**src/hw/ifu_settings.svh**
```systemverilog
`ifndef IFU_SETTINGS_SVH
`define IFU_SETTINGS_SVH

// datapath widths
`define IFU_PC_SIZE      32
`define IFU_XLEN         32
`define IFU_INSTR_SIZE   32
`define IFU_RFIDX_WIDTH  5

// first fetch address after reset
`define IFU_RESET_VEC    32'h0000_0000

// instruction memory geometry, depth in words
`define IFU_ITCM_DEPTH   256
`define IFU_ITCM_AW      8

// addi x0, x0, 0
`define IFU_INSTR_NOP    32'h0000_0013

`endif
```
**src/hw/ifu_pkg.sv**
```systemverilog
`include "ifu_settings.svh"

package ifu_pkg;

   typedef logic [`IFU_PC_SIZE-1:0]     pc_t;
   typedef logic [`IFU_XLEN-1:0]        xlen_t;
   typedef logic [`IFU_RFIDX_WIDTH-1:0] rfidx_t;

   // major opcodes the fetch stage cares about
   typedef enum logic [6:0] {
      OPC_BRANCH = 7'b1100011,
      OPC_JALR   = 7'b1100111,
      OPC_JAL    = 7'b1101111,
      OPC_OTHER  = 7'b0010011   // stands for every other major opcode
   } rv_opcode_e;

   typedef struct packed {
      logic [11:0] imm;
      rfidx_t      rs1;
      logic [2:0]  funct3;
      rfidx_t      rd;
      logic [6:0]  opcode;
   } rv_itype_t;

   // branch immediate is scattered over two fields
   typedef struct packed {
      logic        imm12;
      logic [5:0]  imm10_5;
      rfidx_t      rs2;
      rfidx_t      rs1;
      logic [2:0]  funct3;
      logic [3:0]  imm4_1;
      logic        imm11;
      logic [6:0]  opcode;
   } rv_btype_t;

   typedef struct packed {
      logic        imm20;
      logic [9:0]  imm10_1;
      logic        imm11;
      logic [7:0]  imm19_12;
      rfidx_t      rd;
      logic [6:0]  opcode;
   } rv_jtype_t;

   // one instruction word, three decodings
   typedef union packed {
      rv_itype_t i;
      rv_btype_t b;
      rv_jtype_t j;
   } rv_instr_u;

endpackage

```
**src/hw/ifu_ifetch.sv**
```systemverilog
`timescale 1ns/100ps
`include "ifu_settings.svh"

module ifu_ifetch (
   input  logic               clk,
   input  logic               rst_n,
   output logic               ifu_req_valid,
   output ifu_pkg::pc_t       ifu_req_pc,
   input  logic               ifu_rsp_valid,
   input  ifu_pkg::rv_instr_u ifu_rsp_instr,
   output ifu_pkg::rv_instr_u ifu_o_ir,
   output ifu_pkg::pc_t       ifu_o_pc,
   output ifu_pkg::rfidx_t    ifu_o_rs1idx,
   output ifu_pkg::rfidx_t    ifu_o_rs2idx,
   output logic               ifu_o_prdt_taken,
   output logic               ifu_o_valid,
   input  logic               ifu_o_ready,
   output logic               pipe_flush_ack,
   input  logic               pipe_flush_req,
   input  ifu_pkg::pc_t       pipe_flush_add_op1,
   input  ifu_pkg::pc_t       pipe_flush_add_op2,
   input  logic               oitf_empty,
   input  logic               dec2ifu_rden,
   input  ifu_pkg::rfidx_t    dec2ifu_rdidx,
   input  ifu_pkg::xlen_t     rf2ifu_x1,
   input  ifu_pkg::xlen_t     rf2ifu_rs1
);
   import ifu_pkg::*;

   logic      reset_req_r;    // reset vector not yet requested
   logic      flush_pend_r;   // flush target not yet requested
   logic      kill_r;         // drop the response now arriving
   logic      out_r;          // request in flight
   logic      succ_pend_r;    // IR word still owes its successor request
   logic      ir_valid_r;
   pc_t       pc_r;           // pc of the last request
   pc_t       flush_pc_r;

   rv_instr_u ir_r;
   pc_t       ir_pc_r;
   rfidx_t    ir_rs1idx_r;
   rfidx_t    ir_rs2idx_r;
   logic      ir_prdt_r;

   rv_instr_u dec_instr;
   logic      dec_rs1en;
   logic      dec_rs2en;
   rfidx_t    dec_rs1idx;
   rfidx_t    dec_rs2idx;
   rfidx_t    dec_jalr_rs1idx;
   logic      dec_jal;
   logic      dec_jalr;
   logic      dec_bxx;
   logic      dec_bjp;
   xlen_t     dec_bjp_imm;

   logic      bpu_wait;
   logic      prdt_taken;
   pc_t       prdt_pc_add_op1;
   pc_t       prdt_pc_add_op2;

   logic      ir_load;
   logic      ifu_o_hsked;
   logic      ir_free;
   logic      req_src;
   logic      dec_i_valid;
   logic      bjp_req;
   pc_t       pc_add_op1;
   pc_t       pc_add_op2;
   pc_t       pc_nxt_pre;

   assign ifu_o_hsked = ir_valid_r & ifu_o_ready;
   assign ir_load     = ifu_rsp_valid & ~kill_r & ~pipe_flush_req;

   // decode the word being loaded, else the one held in IR
   assign dec_instr   = ir_load ? ifu_rsp_instr : ir_r;
   assign dec_i_valid = ir_load | succ_pend_r;

   ifu_minidec u_ifu_minidec (
      .instr           (dec_instr),
      .dec_rs1en       (dec_rs1en),
      .dec_rs2en       (dec_rs2en),
      .dec_rs1idx      (dec_rs1idx),
      .dec_rs2idx      (dec_rs2idx),
      .dec_jalr_rs1idx (dec_jalr_rs1idx),
      .dec_jal         (dec_jal),
      .dec_jalr        (dec_jalr),
      .dec_bxx         (dec_bxx),
      .dec_bjp         (dec_bjp),
      .dec_bjp_imm     (dec_bjp_imm)
   );

   ifu_bpu u_ifu_bpu (
      .clk             (clk),
      .rst_n           (rst_n),
      .pc              (pc_r),
      .dec_jal         (dec_jal),
      .dec_jalr        (dec_jalr),
      .dec_bxx         (dec_bxx),
      .dec_bjp_imm     (dec_bjp_imm),
      .dec_jalr_rs1idx (dec_jalr_rs1idx),
      .dec_i_valid     (dec_i_valid),
      .oitf_empty      (oitf_empty),
      .dec2ifu_rden    (dec2ifu_rden),
      .dec2ifu_rdidx   (dec2ifu_rdidx),
      .rf2bpu_x1       (rf2ifu_x1),
      .rf2bpu_rs1      (rf2ifu_rs1),
      .bpu_wait        (bpu_wait),
      .prdt_taken      (prdt_taken),
      .prdt_pc_add_op1 (prdt_pc_add_op1),
      .prdt_pc_add_op2 (prdt_pc_add_op2)
   );

   // at most one request plus one IR entry in flight
   assign ir_free       = ~ir_valid_r | ifu_o_hsked;
   assign req_src       = reset_req_r | flush_pend_r | succ_pend_r;
   assign ifu_req_valid = req_src & ir_free & ~out_r & ~bpu_wait;

   // next pc: reset vector, flush target, prediction, pc + 4
   assign bjp_req    = dec_bjp & prdt_taken;
   assign pc_add_op1 = reset_req_r  ? pc_t'(`IFU_RESET_VEC) :
                       flush_pend_r ? flush_pc_r :
                       bjp_req      ? prdt_pc_add_op1 :
                                      pc_r;
   assign pc_add_op2 = reset_req_r  ? '0 :
                       flush_pend_r ? '0 :
                       bjp_req      ? prdt_pc_add_op2 :
                                      pc_t'(4);
   assign pc_nxt_pre = pc_add_op1 + pc_add_op2;
   assign ifu_req_pc = {pc_nxt_pre[`IFU_PC_SIZE-1:2], 2'b00};

   always_ff @(posedge clk or negedge rst_n) begin
      if (!rst_n) begin
         reset_req_r  <= 1'b1;
         flush_pend_r <= 1'b0;
         kill_r       <= 1'b0;
         out_r        <= 1'b0;
         succ_pend_r  <= 1'b0;
         ir_valid_r   <= 1'b0;
         pc_r         <= `IFU_RESET_VEC;
      end else begin
         out_r  <= ifu_req_valid;
         kill_r <= pipe_flush_req & ifu_req_valid;   // that request fetches the old stream
         if (ifu_req_valid) begin
            reset_req_r <= 1'b0;
            pc_r        <= ifu_req_pc;
         end
         if (pipe_flush_req) begin
            flush_pend_r <= 1'b1;
         end else if (ifu_req_valid & ~reset_req_r) begin
            flush_pend_r <= 1'b0;
         end
         if (pipe_flush_req) begin
            succ_pend_r <= 1'b0;
         end else if (ir_load) begin
            succ_pend_r <= 1'b1;
         end else if (ifu_req_valid) begin
            succ_pend_r <= 1'b0;
         end
         if (pipe_flush_req) begin
            ir_valid_r <= 1'b0;
         end else if (ir_load) begin
            ir_valid_r <= 1'b1;
         end else if (ifu_o_hsked) begin
            ir_valid_r <= 1'b0;
         end
      end
   end

   always_ff @(posedge clk) begin
      if (pipe_flush_req) begin
         flush_pc_r <= pipe_flush_add_op1 + pipe_flush_add_op2;   // aligned on use
      end
   end

   // IR only loads when empty, so it holds under back-pressure
   always_ff @(posedge clk or negedge rst_n) begin
      if (!rst_n) begin
         ir_r        <= `IFU_INSTR_NOP;
         ir_pc_r     <= '0;
         ir_rs1idx_r <= '0;
         ir_rs2idx_r <= '0;
         ir_prdt_r   <= 1'b0;
      end else if (ir_load) begin
         ir_r        <= ifu_rsp_instr;
         ir_pc_r     <= pc_r;
         ir_rs1idx_r <= dec_rs1en ? dec_rs1idx : '0;
         ir_rs2idx_r <= dec_rs2en ? dec_rs2idx : '0;
         ir_prdt_r   <= prdt_taken;
      end
   end

   assign ifu_o_ir         = ir_r;
   assign ifu_o_pc         = ir_pc_r;
   assign ifu_o_rs1idx     = ir_rs1idx_r;
   assign ifu_o_rs2idx     = ir_rs2idx_r;
   assign ifu_o_prdt_taken = ir_prdt_r;
   assign ifu_o_valid      = ir_valid_r;
   assign pipe_flush_ack   = 1'b1;   // flush always taken at once

endmodule

```
**src/hw/ifu_bpu.sv**
```systemverilog
`timescale 1ns/100ps
`include "ifu_settings.svh"

module ifu_bpu (
   input  logic            clk,
   input  logic            rst_n,
   input  ifu_pkg::pc_t    pc,
   input  logic            dec_jal,
   input  logic            dec_jalr,
   input  logic            dec_bxx,
   input  ifu_pkg::xlen_t  dec_bjp_imm,
   input  ifu_pkg::rfidx_t dec_jalr_rs1idx,
   input  logic            dec_i_valid,
   input  logic            oitf_empty,
   input  logic            dec2ifu_rden,
   input  ifu_pkg::rfidx_t dec2ifu_rdidx,
   input  ifu_pkg::xlen_t  rf2bpu_x1,
   input  ifu_pkg::xlen_t  rf2bpu_rs1,
   output logic            bpu_wait,
   output logic            prdt_taken,
   output ifu_pkg::pc_t    prdt_pc_add_op1,
   output ifu_pkg::pc_t    prdt_pc_add_op2
);
   import ifu_pkg::*;

   logic  jalr_rs1_x0;
   logic  jalr_rs1_x1;
   logic  jalr_rs1_xn;
   logic  jalr_xn_vld;
   logic  rs1_hazard;
   logic  rs1_rd_r;      // hazard gone, rs1 read under way
   xlen_t jalr_base;

   assign jalr_rs1_x0 = dec_jalr & (dec_jalr_rs1idx == rfidx_t'(0));
   assign jalr_rs1_x1 = dec_jalr & (dec_jalr_rs1idx == rfidx_t'(1));
   assign jalr_rs1_xn = dec_jalr & ~jalr_rs1_x0 & ~jalr_rs1_x1;
   assign jalr_xn_vld = dec_i_valid & jalr_rs1_xn;

   // rs1 may still be written by an older instruction
   assign rs1_hazard = ~oitf_empty | (dec2ifu_rden & (dec2ifu_rdidx == dec_jalr_rs1idx));

   // one extra cycle once the hazard clears, then rs1 is taken as final
   always_ff @(posedge clk or negedge rst_n) begin
      if (!rst_n) begin
         rs1_rd_r <= 1'b0;
      end else begin
         rs1_rd_r <= jalr_xn_vld & ~rs1_hazard & ~rs1_rd_r;
      end
   end

   assign bpu_wait = jalr_xn_vld & (rs1_hazard | ~rs1_rd_r);

   // backward branches taken, forward not taken
   assign prdt_taken = dec_i_valid
                     & (dec_jal | dec_jalr | (dec_bxx & dec_bjp_imm[`IFU_XLEN-1]));

   always_comb begin
      if (jalr_rs1_x0) begin
         jalr_base = '0;
      end else if (jalr_rs1_x1) begin
         jalr_base = rf2bpu_x1;
      end else begin
         jalr_base = rf2bpu_rs1;
      end
   end

   assign prdt_pc_add_op1 = dec_jalr ? pc_t'(jalr_base) : pc;   // pc relative otherwise
   assign prdt_pc_add_op2 = pc_t'(dec_bjp_imm);

endmodule

```
**src/hw/ifu_minidec.sv**
```systemverilog
`timescale 1ns/100ps
`include "ifu_settings.svh"

module ifu_minidec (
   input  ifu_pkg::rv_instr_u instr,
   output logic               dec_rs1en,
   output logic               dec_rs2en,
   output ifu_pkg::rfidx_t    dec_rs1idx,
   output ifu_pkg::rfidx_t    dec_rs2idx,
   output ifu_pkg::rfidx_t    dec_jalr_rs1idx,
   output logic               dec_jal,
   output logic               dec_jalr,
   output logic               dec_bxx,
   output logic               dec_bjp,
   output ifu_pkg::xlen_t     dec_bjp_imm
);
   import ifu_pkg::*;

   rv_opcode_e opc;
   xlen_t      jal_imm;
   xlen_t      jalr_imm;
   xlen_t      bxx_imm;

   // fold the major opcode into the few classes fetch needs
   always_comb begin
      case (instr.i.opcode)
         OPC_JAL:    opc = OPC_JAL;
         OPC_JALR:   opc = OPC_JALR;
         OPC_BRANCH: opc = OPC_BRANCH;
         default:    opc = OPC_OTHER;
      endcase
   end

   assign dec_jal  = (opc == OPC_JAL);
   assign dec_jalr = (opc == OPC_JALR);
   assign dec_bxx  = (opc == OPC_BRANCH);
   assign dec_bjp  = dec_jal | dec_jalr | dec_bxx;

   // J view, 21 bit offset
   assign jal_imm  = {{(`IFU_XLEN-20){instr.j.imm20}}, instr.j.imm19_12,
                      instr.j.imm11, instr.j.imm10_1, 1'b0};
   assign jalr_imm = {{(`IFU_XLEN-12){instr.i.imm[11]}}, instr.i.imm};   // I view
   // B view, 13 bit offset
   assign bxx_imm  = {{(`IFU_XLEN-12){instr.b.imm12}}, instr.b.imm11,
                      instr.b.imm10_5, instr.b.imm4_1, 1'b0};

   always_comb begin
      case (opc)
         OPC_JAL:    dec_bjp_imm = jal_imm;
         OPC_JALR:   dec_bjp_imm = jalr_imm;
         OPC_BRANCH: dec_bjp_imm = bxx_imm;
         default:    dec_bjp_imm = '0;
      endcase
   end

   // rs1 sits at the same bits in I and B formats
   assign dec_rs1idx      = instr.i.rs1;
   assign dec_rs2idx      = instr.b.rs2;
   assign dec_jalr_rs1idx = instr.i.rs1;

   // jal reads no register, only branches read rs2
   assign dec_rs1en = (opc != OPC_JAL);
   assign dec_rs2en = dec_bxx;

endmodule

```
**config.mk**
```make
export PLATFORM = sky130hd
export DESIGN_NAME = ifu_ifetch
export DESIGN_NICKNAME = d
export VERILOG_FILES = /design/src/hw/ifu_pkg.sv /design/src/hw/ifu_ifetch.sv /design/src/hw/ifu_bpu.sv /design/src/hw/ifu_minidec.sv
export VERILOG_INCLUDE_DIRS = /design/src /design/src/hw
export SDC_FILE = /design/constraint.sdc
export NUM_CORES = 1
export LEC_CHECK = 0
export BUFFER_PORTS_ARGS = -buffer_cell sky130_fd_sc_hd__buf_2
export CAP_MARGIN = 20
export CELL_PAD_IN_SITES_DETAIL_PLACEMENT = 0
export CELL_PAD_IN_SITES_GLOBAL_PLACEMENT = 1
export CORE_MARGIN = 2
export CORE_UTILIZATION = 39
export DETAILED_ROUTE_END_ITERATION = 12
export GPL_TIMING_DRIVEN = 0
export HOLD_SLACK_MARGIN = 0.06
export PLACE_DENSITY = 0.84
export RECOVER_POWER = 25
export SYNTH_ARGS = -nofsm -noshare
export SYNTH_HDL_FRONTEND = slang
export SYNTH_SLANG_ARGS = --single-unit
```
**constraint.sdc**
```tcl
create_clock -name clk -period 5.2 [get_ports clk]
set_input_delay 0.26 -clock clk [delete_from_list [all_inputs] [get_ports clk]]
set_output_delay 0.26 -clock clk [all_outputs]
set_load 0.1 [all_outputs]
```
==> impl_metrics.ini, run 1 <==
[timing]
worst_pin_slew_ns = 3.17
hold_viol_final = 0
finClkSkew_ns = 0.00984
setup_violations = 19
timing.final.crit_share_pct = 109
drv_slew = 56
fin_ws_ns = -0.493
rsz0062_at_grt = true
timing.slew.headroom_pct = -111
min_period_ns = 5.69
max_freq_mhz = 176

[final_layout]
syn_to_final_growth_pct = 43.4
instances_no_fill = 1866
utilization_pct = 57.2
finish.instance_area_sq_um = 14000
layout_common_cells = nand2_1 (271), buf_2 (246), a21oi_1 (121), dfrtp_1 (101), nor2_1 (83)
drive_above_1_share_pct = 35.7
mostFrequentLayoutCell = nand2_1
finalNetCount = 1762

[pwr]
sequentialPowerShare_pct = 22.4
p_clk_share_pct = 15.7
power_w = 0.00803
power.leakage_nw = 6.58
p_sw_w = 0.00440
p_per_area_nw_per_um2 = 575
comb_power_share_pct = 61.9
p_int_w = 0.00363
p_sw_share_pct = 54.8
ir_drop_mv = 0.376

[synth]
syn-cell-area_sq_um = 9730
yosysTopAreaCellShare_pct = 27.3
ys_async_sr_fraction_pct = 77.5
synth_area_leaders = dfrtp_1 (27%), nand2_1 (11%), edfxtp_1 (9.9%), ha_1 (7.8%), a21oi_1 (7.1%)
ys_ff_latch = 142
synth_ff_type = dfrtp_1
ys_warn_count = 0
yosysSeqAreaShare_pct = 38.2
yosys.cell_types.count = 79
synth.avg_cell_area_sq_um = 8.32
synth-edff-count = 32
synth_area_leader_cell = dfrtp_1
synth_cells = 1170

[critical_path]
worstPathArrival_ns = 5.43
worstSetupEndpoint = ifu_req_pc[25]
endpoint_kind = output pin
cpPeakStageDelay_ns = 0.56
cp_num_cells = 23
regToRegEndpoint = pc_r[31]
critical_path_buf_inv_count = 5
cp_slowest_cell = or4_4
critical_path.top_delay_family = compound AO/OA/AOI/OAI gates
required_ns = 4.94
regToRegSetupSlack_ns = 0
path_cells = or4_4 -> or3b_4 -> a22o_4 -> clkbuf_16 -> nand2_4 -> a21oi_4 -> a21oi_2 -> nor2_1 -> a21oi_1 -> nor2_1 -> ha_1 -> clkbuf_8 -> and4_4 -> nand4_1 -> o311ai_2 -> a31o_2 -> o211ai_1 -> buf_4 -> buf_4 -> a21boi_4 -> o21ai_2 -> a211oi_4 -> buf_12
worst_r2r_path_depth = 23
worstPathMaxFanout = 5
cp-startpoint = ifu_o_ir[16]
critPathKind = flip-flop to output pin
start_kind = flip-flop
reg2reg_from = ifu_o_ir[16]

[outcome]
failed_checks = capacitance limit, slew limit, setup timing
outcome = finished with violations

[min_path]
min_path_cells = 3
hp-class = input port to flip-flop

[floorplan]
die_w_um = 162
core.rowCount = 57
start_util_pct = 39.9
core-area_sq_um = 24400
ios = 282
dieArea_sq_um = 26200
die-height_um = 162

[cts]
cts-root-buf = clkbuf_16
insertion_delay_ns = 0.43
cts-htree-levels = 4
path_clk_slew_ns = 0.06
cts_tree = done
cts_buffer_depth = 2
numCtsBuffers = 17
cts_sinks = 142

[drt]
viasPerCell = 5.35
wl_um = 35200
routedWlPerCell_um = 18.9
drtIter0Drc = 550
via_count = 9989
drt-pass1-iter-count = 5
drc_errors = 0
antenna_left = 0

[place]
dp_hpwl_um = 26600
io_buffer_count = 276
place.gp.congestion = 0.914
place_inst = 1774
placed_area_sq_um = 11900

[grt]
grt_usage_pct = 26.5
grt_max_degree = 57
grt_pass1_wl_um = 53800
overflow = 0
grt_pass1_vias = 9781
antenna_found_initial = 1

[job]
maxCapViolCount = 1
==> worst min path at each step <==
stage / from / to / slack, ns
finish: ifu_rsp_instr[29] / ifu_o_ir[29] / 0.07
global route: ifu_rsp_instr[7] / ifu_o_ir[7] / 0.08
CTS: ifu_rsp_instr[29] / ifu_o_ir[29] / 0.07
detailed placement: rst_n / ifu_o_ir[6] / 0.25
global placement: u_ifu_bpu.rs1_rd_r / u_ifu_bpu.rs1_rd_r / 0.42
floorplan: rst_n / flush_pend_r / -0.04
==> sequential cells by signal, summed over array words and instances, names as in the netlist <==
name                flops
ifu_o_prdt_taken        1
ifu_o_rs1idx            5
reset_req_r             1
ifu_o_ir               32
u_ifu_bpu.rs1_rd_r      1
kill_r                  1
flush_pc_r             32
flush_pend_r            1
ifu_o_pc               30
succ_pend_r             1
ifu_o_rs2idx            5
out_r                   1
ifu_o_valid             1
pc_r                   30
==> stage by stage <==
step                setup TNS (ns)  hold WS [ns]  setup WS [ns]
floorplan                    -5.45       -0.0356         -0.504
global placement            -54.06         0.422          -1.82
detailed placement          -52.12         0.247          -1.78
CTS                          -5.23        0.0664         -0.495
global route                -10.11        0.0795         -0.676
finish                       -5.20        0.0710         -0.493
==> synthesized netlist by cell type, drive strengths merged, types with 17 or more instances <==
cell / instances
nor2: 92
clkbuf: 51
nor3: 18
inv: 36
a21oi: 139
nand2: 276
ha: 61
nand3: 17
o21ai: 53
edfxtp: 32
xnor2: 41
dfrtp: 106
mux2: 31
==> power by group through the flow <==
stage | logic [W] | registers [W] | clock network [W]
final | 0.00497 | 0.00180 | 0.00126
after global routing | 0.00521 | 0.00183 | 0.00133
after CTS | 0.00482 | 0.00179 | 0.00127
after detailed placement | 0.00447 | 0.00181 | 0
after global placement | 0.00444 | 0.00179 | 0
after floorplan | 0.00221 | 0.00317 | 0
==> what timing repair did <==
item / 4_1_cts / 5_1_grt
gates resized for setup: 180 / 66
gates cloned: 1 / 1
hold buffers: 14 / 0
hold endpoints to repair: 67 / 0
endpoints found under the setup margin: 49 / 39
pin swaps: 35 / 52
setup buffers: 23 / 27
==> cell type report <==
type,count,area [sq um]
Clock buffer,19,433
Buffer,53,334
Timing Repair Buffer,342,2240
Multi-Input combinational cell,936,6510
Tap cell,324,405
Antenna cell,1,2.50
Fill cell,2285,10400
Sequential cell,142,3730
Clock inverter,13,161
Inverter,36,135
==> routing by layer <==
| layer | global-route usage (%) | routed length (um) |
|---|---|---|
| met4 | 7.68 | 724 |
| met1 | 35.9 | 15600 |
| met2 | 43.5 | 16500 |
| met3 | 4.72 | 2410 |
| met5 | 0 | 0 |
==> cell families after synthesis <==
kind of cell | Yosys count | share of synthesized area, %
and+or+nand+nor | 469 | 20.9
AOI/OAI and AO/OA | 310 | 19.9
other | 2 | 0.0772
xor gates and xnor gates | 55 | 4.95
buffers and inverters | 95 | 3.86
muxes | 35 | 4.08
DFF | 142 | 38.2
adders and majority gates | 62 | 8.05
==> worst reg2reg max path: cells and delay by family, from the launching register on <==
kind / cells / cell delay (ns)
DFF: 1 / 0.47
and+or+nand+nor: 8 / 1.58
muxes: 1 / 0.25
buffers and inverters: 4 / 0.65
adders and majority gates: 1 / 0.32
AOI/OAI and AO/OA: 9 / 1.81
Power figures use the tool's default switching activity.
==> inputs of run 2 (changes only) <==
==> constraint.sdc (replaced) <==
create_clock -name clk -period 5.2 [get_ports clk]
set_input_delay 0.52 -clock clk [delete_from_list [all_inputs] [get_ports clk]]
set_output_delay 0.52 -clock clk [all_outputs]
set_load 0.1 [all_outputs]
==> run 2 against run 1 <==
Against the previous run:
- the flow still finishes with violations (capacitance limit, slew limit, setup timing)
- global-route usage hardly changed
- total power is 0.41% higher
- sequential share of layout area is 0.46 points lower
- final cell count is 0.16% lower
- hold slack better by 0.21 ns
- routed wire length is 0.79% higher
- via count is 0.63% higher
- sequential power hardly changed
- critical path type unchanged
==> impl_metrics.ini, run 2 (synthesis results as in run 1) <==
[floorplan]
start_util_pct = 39.9
die-height_um = 162
core.rowCount = 57
dieArea_sq_um = 26200
ios = 282
die_w_um = 162
core-area_sq_um = 24400

[drt]
antenna_left = 0
routedWlPerCell_um = 19.0
drc_errors = 0
wl_um = 35500
drt-pass1-iter-count = 5
drtIter0Drc = 564
viasPerCell = 5.40
via_count = 10052

[min_path]
min_path_cells = 3
hp-class = input port to flip-flop
worst_hold_startpoint = ifu_rsp_instr[0]
holdPathEnd = ifu_o_ir[0]

[grt]
grt_pass1_vias = 9751
antenna_found_initial = 1
grt_max_degree = 81
grt_pass1_wl_um = 53700
grt_usage_pct = 26.5
overflow = 0

[place]
io_buffer_count = 276
pre_cts_ws_ns = -2.22
dp_hpwl_um = 26600
place_inst = 1774
placed_area_sq_um = 11900
place.gp.congestion = 0.925

[cts]
cts_tree = done
cts_buffer_depth = 2
cts_sinks = 142
cts-htree-levels = 4
numCtsBuffers = 17
insertion_delay_ns = 0.43
cts-root-buf = clkbuf_16
path_clk_slew_ns = 0.06

[critical_path]
path_cells = or4_4 -> or3b_4 -> a22o_4 -> clkbuf_16 -> nand2_4 -> a21oi_2 -> a21oi_2 -> nor2_1 -> a21oi_1 -> nor2_1 -> ha_1 -> and4_4 -> nand4_1 -> o311ai_4 -> a31o_2 -> o211ai_1 -> buf_4 -> a21boi_2 -> o21ai_1 -> a211oi_4 -> buf_12
cp_slowest_cell = or4_4
critPathKind = flip-flop to output pin
required_ns = 4.68
cp_num_cells = 21
regToRegSetupSlack_ns = 0.04
worst_r2r_path_depth = 22
cpPeakStageDelay_ns = 0.55
start_kind = flip-flop
critical_path.top_delay_family = compound AO/OA/AOI/OAI gates
regToRegEndpoint = pc_r[31]
worstPathMaxFanout = 5
cp-startpoint = ifu_o_ir[16]
reg2reg_from = ifu_o_ir[16]
critical_path_buf_inv_count = 3
endpoint_kind = output pin
worstPathArrival_ns = 5.35

[final_layout]
finish.instance_area_sq_um = 14200
layout_common_cells = nand2_1 (260), buf_2 (244), a21oi_1 (115), dfrtp_1 (101), nor2_1 (81)
instances_no_fill = 1863
finalNetCount = 1760
syn_to_final_growth_pct = 45.9
drive_above_1_share_pct = 37.8
antennaDiodeCount = 0
mostFrequentLayoutCell = nand2_1

[pwr]
p_per_area_nw_per_um2 = 568
power.leakage_nw = 6.70
ir_drop_mv = 0.344
power_w = 0.00806

[timing]
timing.final.crit_share_pct = 113
min_period_ns = 5.87
setup_violations = 28
max_freq_mhz = 170
hold_viol_final = 0
rsz0062_at_grt = true
drv_slew = 113
timing.slew.headroom_pct = -37.2
worst_pin_slew_ns = 2.06
finClkSkew_ns = 0.0116
fin_setup_tns_ns = -12.08
fin_ws_ns = -0.670

[job]
maxCapViolCount = 2

[outcome]
failed_checks = capacitance limit, slew limit, setup timing
outcome = finished with violations
run 2: cell types whose count changed in the layout (fill, tap and decap cells not counted), sizes merged:
cell,delta
bufinv,-2
clkbuf,-2
dlygate4sd3,-13
diode,-1
buf,+15
run 2: worst max-delay path by stage:
stage	end	slack (ns)
global route	ifu_req_pc[30]	-0.88
global placement	ifu_req_pc[30]	-2.29
floorplan	ifu_req_pc[31]	-0.58
CTS	ifu_req_pc[30]	-0.75
finish	ifu_req_pc[25]	-0.67
detailed placement	ifu_req_pc[30]	-2.22
run 2: what timing repair did:
item / in CTS / in global routing
setup endpoints to repair: 53 / 40
pin swaps: 39 / 74
endpoints found under the hold margin: 30 / 0
gates cloned: 1 / 1
hold buffers: 1 / 0
setup buffers: 41 / 22
resized for setup: 223 / 87
run 2: power breakdown:
part           internal, W  switching (W)  total [W]
Combinational      0.00138        0.00367    0.00505
Sequential         0.00154       0.000265    0.00180
Clock             0.000703       0.000504    0.00121
run 2: worst min-delay path: stages:
cell	delay (ns)
buf_2	0.10
nand2_1	0.05
nand2_1	0.04
run 2: layer usage:
layer / share of wire, % / wire, um / vias up / global-route usage [%]
met5: 0 / 0 / - / 0
met4: 2.6 / 913 / 0 / 7.52
met3: 7.2 / 2550 / 64 / 4.21
met2: 46 / 16400 / 405 / 43.4
met1: 44 / 15600 / 4742 / 36.3
li1: - / - / 4841 / -
run 2: metrics by stage:
stage / util [%] / hold WS [ns]
2_1_floorplan: - / 0.224
3_3_place_gp: 48.8 / 0.421
3_5_place_dp: 48.9 / 0.426
4_1_cts: 56.3 / 0.276
5_1_grt: 58.2 / 0.283
6_report: 58.2 / 0.286
run 2: final cells by class:
cell class	instances	area, sq um
clock inverter	11	103
timing repair buffer	341	2270
sequential	142	3730
clock buffer	21	472
multi-input combinational	936	6730
fill	2249	10200
tap	324	405
inverter	36	135
buffer	52	350
==> inputs of run 3 (changes only) <==
- CORE_MARGIN: 2 -> unset
- GPL_TIMING_DRIVEN: 0 -> 1
- RECOVER_POWER: 25 -> unset
==> run 3 against run 2 <==
Against the previous run:
- the flow finishes with violations (setup timing)
- non-clock buffer count rose by 26
- routed wire length fell by 2.6%
- fmax fell by 1.4%
- sequential share of layout area fell by 0.26 points
- combinational power rose by 4.2%
- global-route usage rose by 0.71 points
- setup slack got worse by 0.083 ns
- clock skew fell by 0.00084 ns
- hold slack got worse by 0.11 ns
- critical path depth rose by 1
- critical path type unchanged
- critical endpoint unchanged
- largest cell class unchanged
- highest routed layer is now met5
==> impl_metrics.ini, run 3 (synthesis results as in run 1) <==
[critical_path]
start_kind = flip-flop
regToRegEndpoint = pc_r[31]
worstPathMaxFanout = 7
worstPathArrival_ns = 5.43
critPathKind = flip-flop to output pin
endpoint_kind = output pin
worst_r2r_path_depth = 27
required_ns = 4.68
regToRegSetupSlack_ns = 0
reg2reg_from = ifu_o_ir[16]

[floorplan]
ios = 282
core.rowCount = 57
die_w_um = 160
dieArea_sq_um = 25600
die-height_um = 160
core-area_sq_um = 24400
start_util_pct = 39.9

[job]
maxCapViolCount = 0

[timing]
min_period_ns = 5.95
drv_slew = 0
timing.slew.headroom_pct = 40.1
fin_ws_ns = -0.753
max_freq_mhz = 168
rsz0062_at_grt = true
timing.final.crit_share_pct = 114
fin_setup_tns_ns = -10.16
hold_viol_final = 0
setup_violations = 24
worst_pin_slew_ns = 0.898
finClkSkew_ns = 0.0108

[drt]
wl_um = 34500
routedWlPerCell_um = 18.2
antenna_left = 0
drt-pass1-iter-count = 5
viasPerCell = 5.36
drc_errors = 0
drtIter0Drc = 719
via_count = 10154

[outcome]
failed_checks = setup timing
outcome = finished with violations

[place]
place.gp.congestion = 0.917
place_inst = 1838
placed_area_sq_um = 13100
dp_hpwl_um = 26600
io_buffer_count = 276

[final_layout]
finish.instance_area_sq_um = 14300
fillers = 2219
instances_no_fill = 1893
syn_to_final_growth_pct = 47.4
layout_common_cells = nand2_1 (270), buf_2 (245), a21oi_1 (126), buf_4 (123), dfrtp_1 (100)
multi_input_area_sq_um = 6420
mostFrequentLayoutCell = nand2_1
drive_above_1_share_pct = 38.0
utilization_pct = 58.8
regArea_sq_um = 3730
finalNetCount = 1786

[pwr]
sequentialPowerShare_pct = 21.5
p_per_area_nw_per_um2 = 579
p_int_w = 0.00388
power.leakage_nw = 6.94
ir_drop_mv = 0.353
p_sw_share_pct = 53.3
power_w = 0.00831
p_clk_share_pct = 15.3
p_sw_w = 0.00443
comb_power_share_pct = 63.2

[grt]
grt_pass1_wl_um = 54100
antenna_found_initial = 5
overflow = 0
grt_pass1_vias = 9901
grt_usage_pct = 27.2
grt_max_degree = 64

[cts]
cts_buffer_depth = 2
numCtsBuffers = 17
path_clk_slew_ns = 0.06
cts-htree-levels = 4
cts_sinks = 142
cts_hold_buf = 0
cts_tree = done
insertion_delay_ns = 0.43
cts-root-buf = clkbuf_16

[min_path]
hp-class = input port to async pin
## run 3: cell type report
type                       instances  area share (%)
antenna                            4          0.0698
clock buffer                      20            3.11
timing repair buffer             419            21.1
tap                              324            2.83
multi-input combinational        936            44.8
sequential                       142            26.0
inverter                          36           0.942
clock inverter                    12            1.11
## run 3: routing by layer
layer | up-vias | share of wire (%) | routed length [um] | track usage (%)
met5 | - | 0.067 | 23 | 0
li1 | 4889 | - | - | -
met2 | 378 | 46 | 16000 | 44.3
met4 | 4 | 1.7 | 593 | 6.84
met3 | 49 | 7.2 | 2490 | 4.86
met1 | 4834 | 45 | 15500 | 37.2
## run 3: repair_timing
item	4_1_cts	5_1_grt
setup endpoints to repair	24	35
buffers inserted	8	14
endpoints found under the hold margin	0	0
resized for setup	42	68
pin swaps	19	34
## run 3: power groups by stage
stage	sequential [W]	clock (W)	combinational, W
finish	0.00179	0.00127	0.00526
global route	0.00183	0.00133	0.00550
CTS	0.00178	0.00129	0.00515
detailed placement	0.00180	0	0.00507
global placement	0.00179	0	0.00505
floorplan	0.00317	0	0.00224
## run 3: worst max-delay path, stage by stage (launching register included)
cell      delay, ns
dfrtp_4        0.47
or4_4          0.56
or3b_4         0.40
a22o_4         0.25
buf_12         0.15
buf_8          0.14
buf_4          0.13
o221ai_1       0.18
a221oi_1       0.12
ha_1           0.40
nand3_2        0.10
nor2_1         0.19
a221oi_4       0.11
o311ai_4       0.34
a31o_2         0.22
o211ai_1       0.08
buf_4          0.16
buf_6          0.12
a21boi_4       0.18
buf_6          0.12
o21ai_4        0.05
a211oi_4       0.33
buf_12         0.22
## run 3: worst max-delay path by stage
| stage | startpoint | end | cells past startpoint |
|---|---|---|---|
| global placement | ifu_o_ir[16] | ifu_req_pc[30] | 23 |
| CTS | ifu_o_ir[16] | ifu_req_pc[30] | 23 |
| global route | ifu_o_ir[16] | ifu_req_pc[25] | 25 |
| detailed placement | ifu_o_ir[16] | ifu_req_pc[30] | 23 |
| floorplan | ifu_o_ir[16] | ifu_req_pc[31] | 21 |
| finish | ifu_o_ir[16] | ifu_req_pc[25] | 22 |
## run 3: metrics by stage
step | hold WS, ns | setup WS [ns]
3_3_place_gp | 0.422 | -0.158
3_5_place_dp | 0.433 | -0.233
6_report | 0.176 | -0.753
5_1_grt | 0.245 | -0.923
4_1_cts | 0.203 | -0.692
2_1_floorplan | 0.224 | -0.577
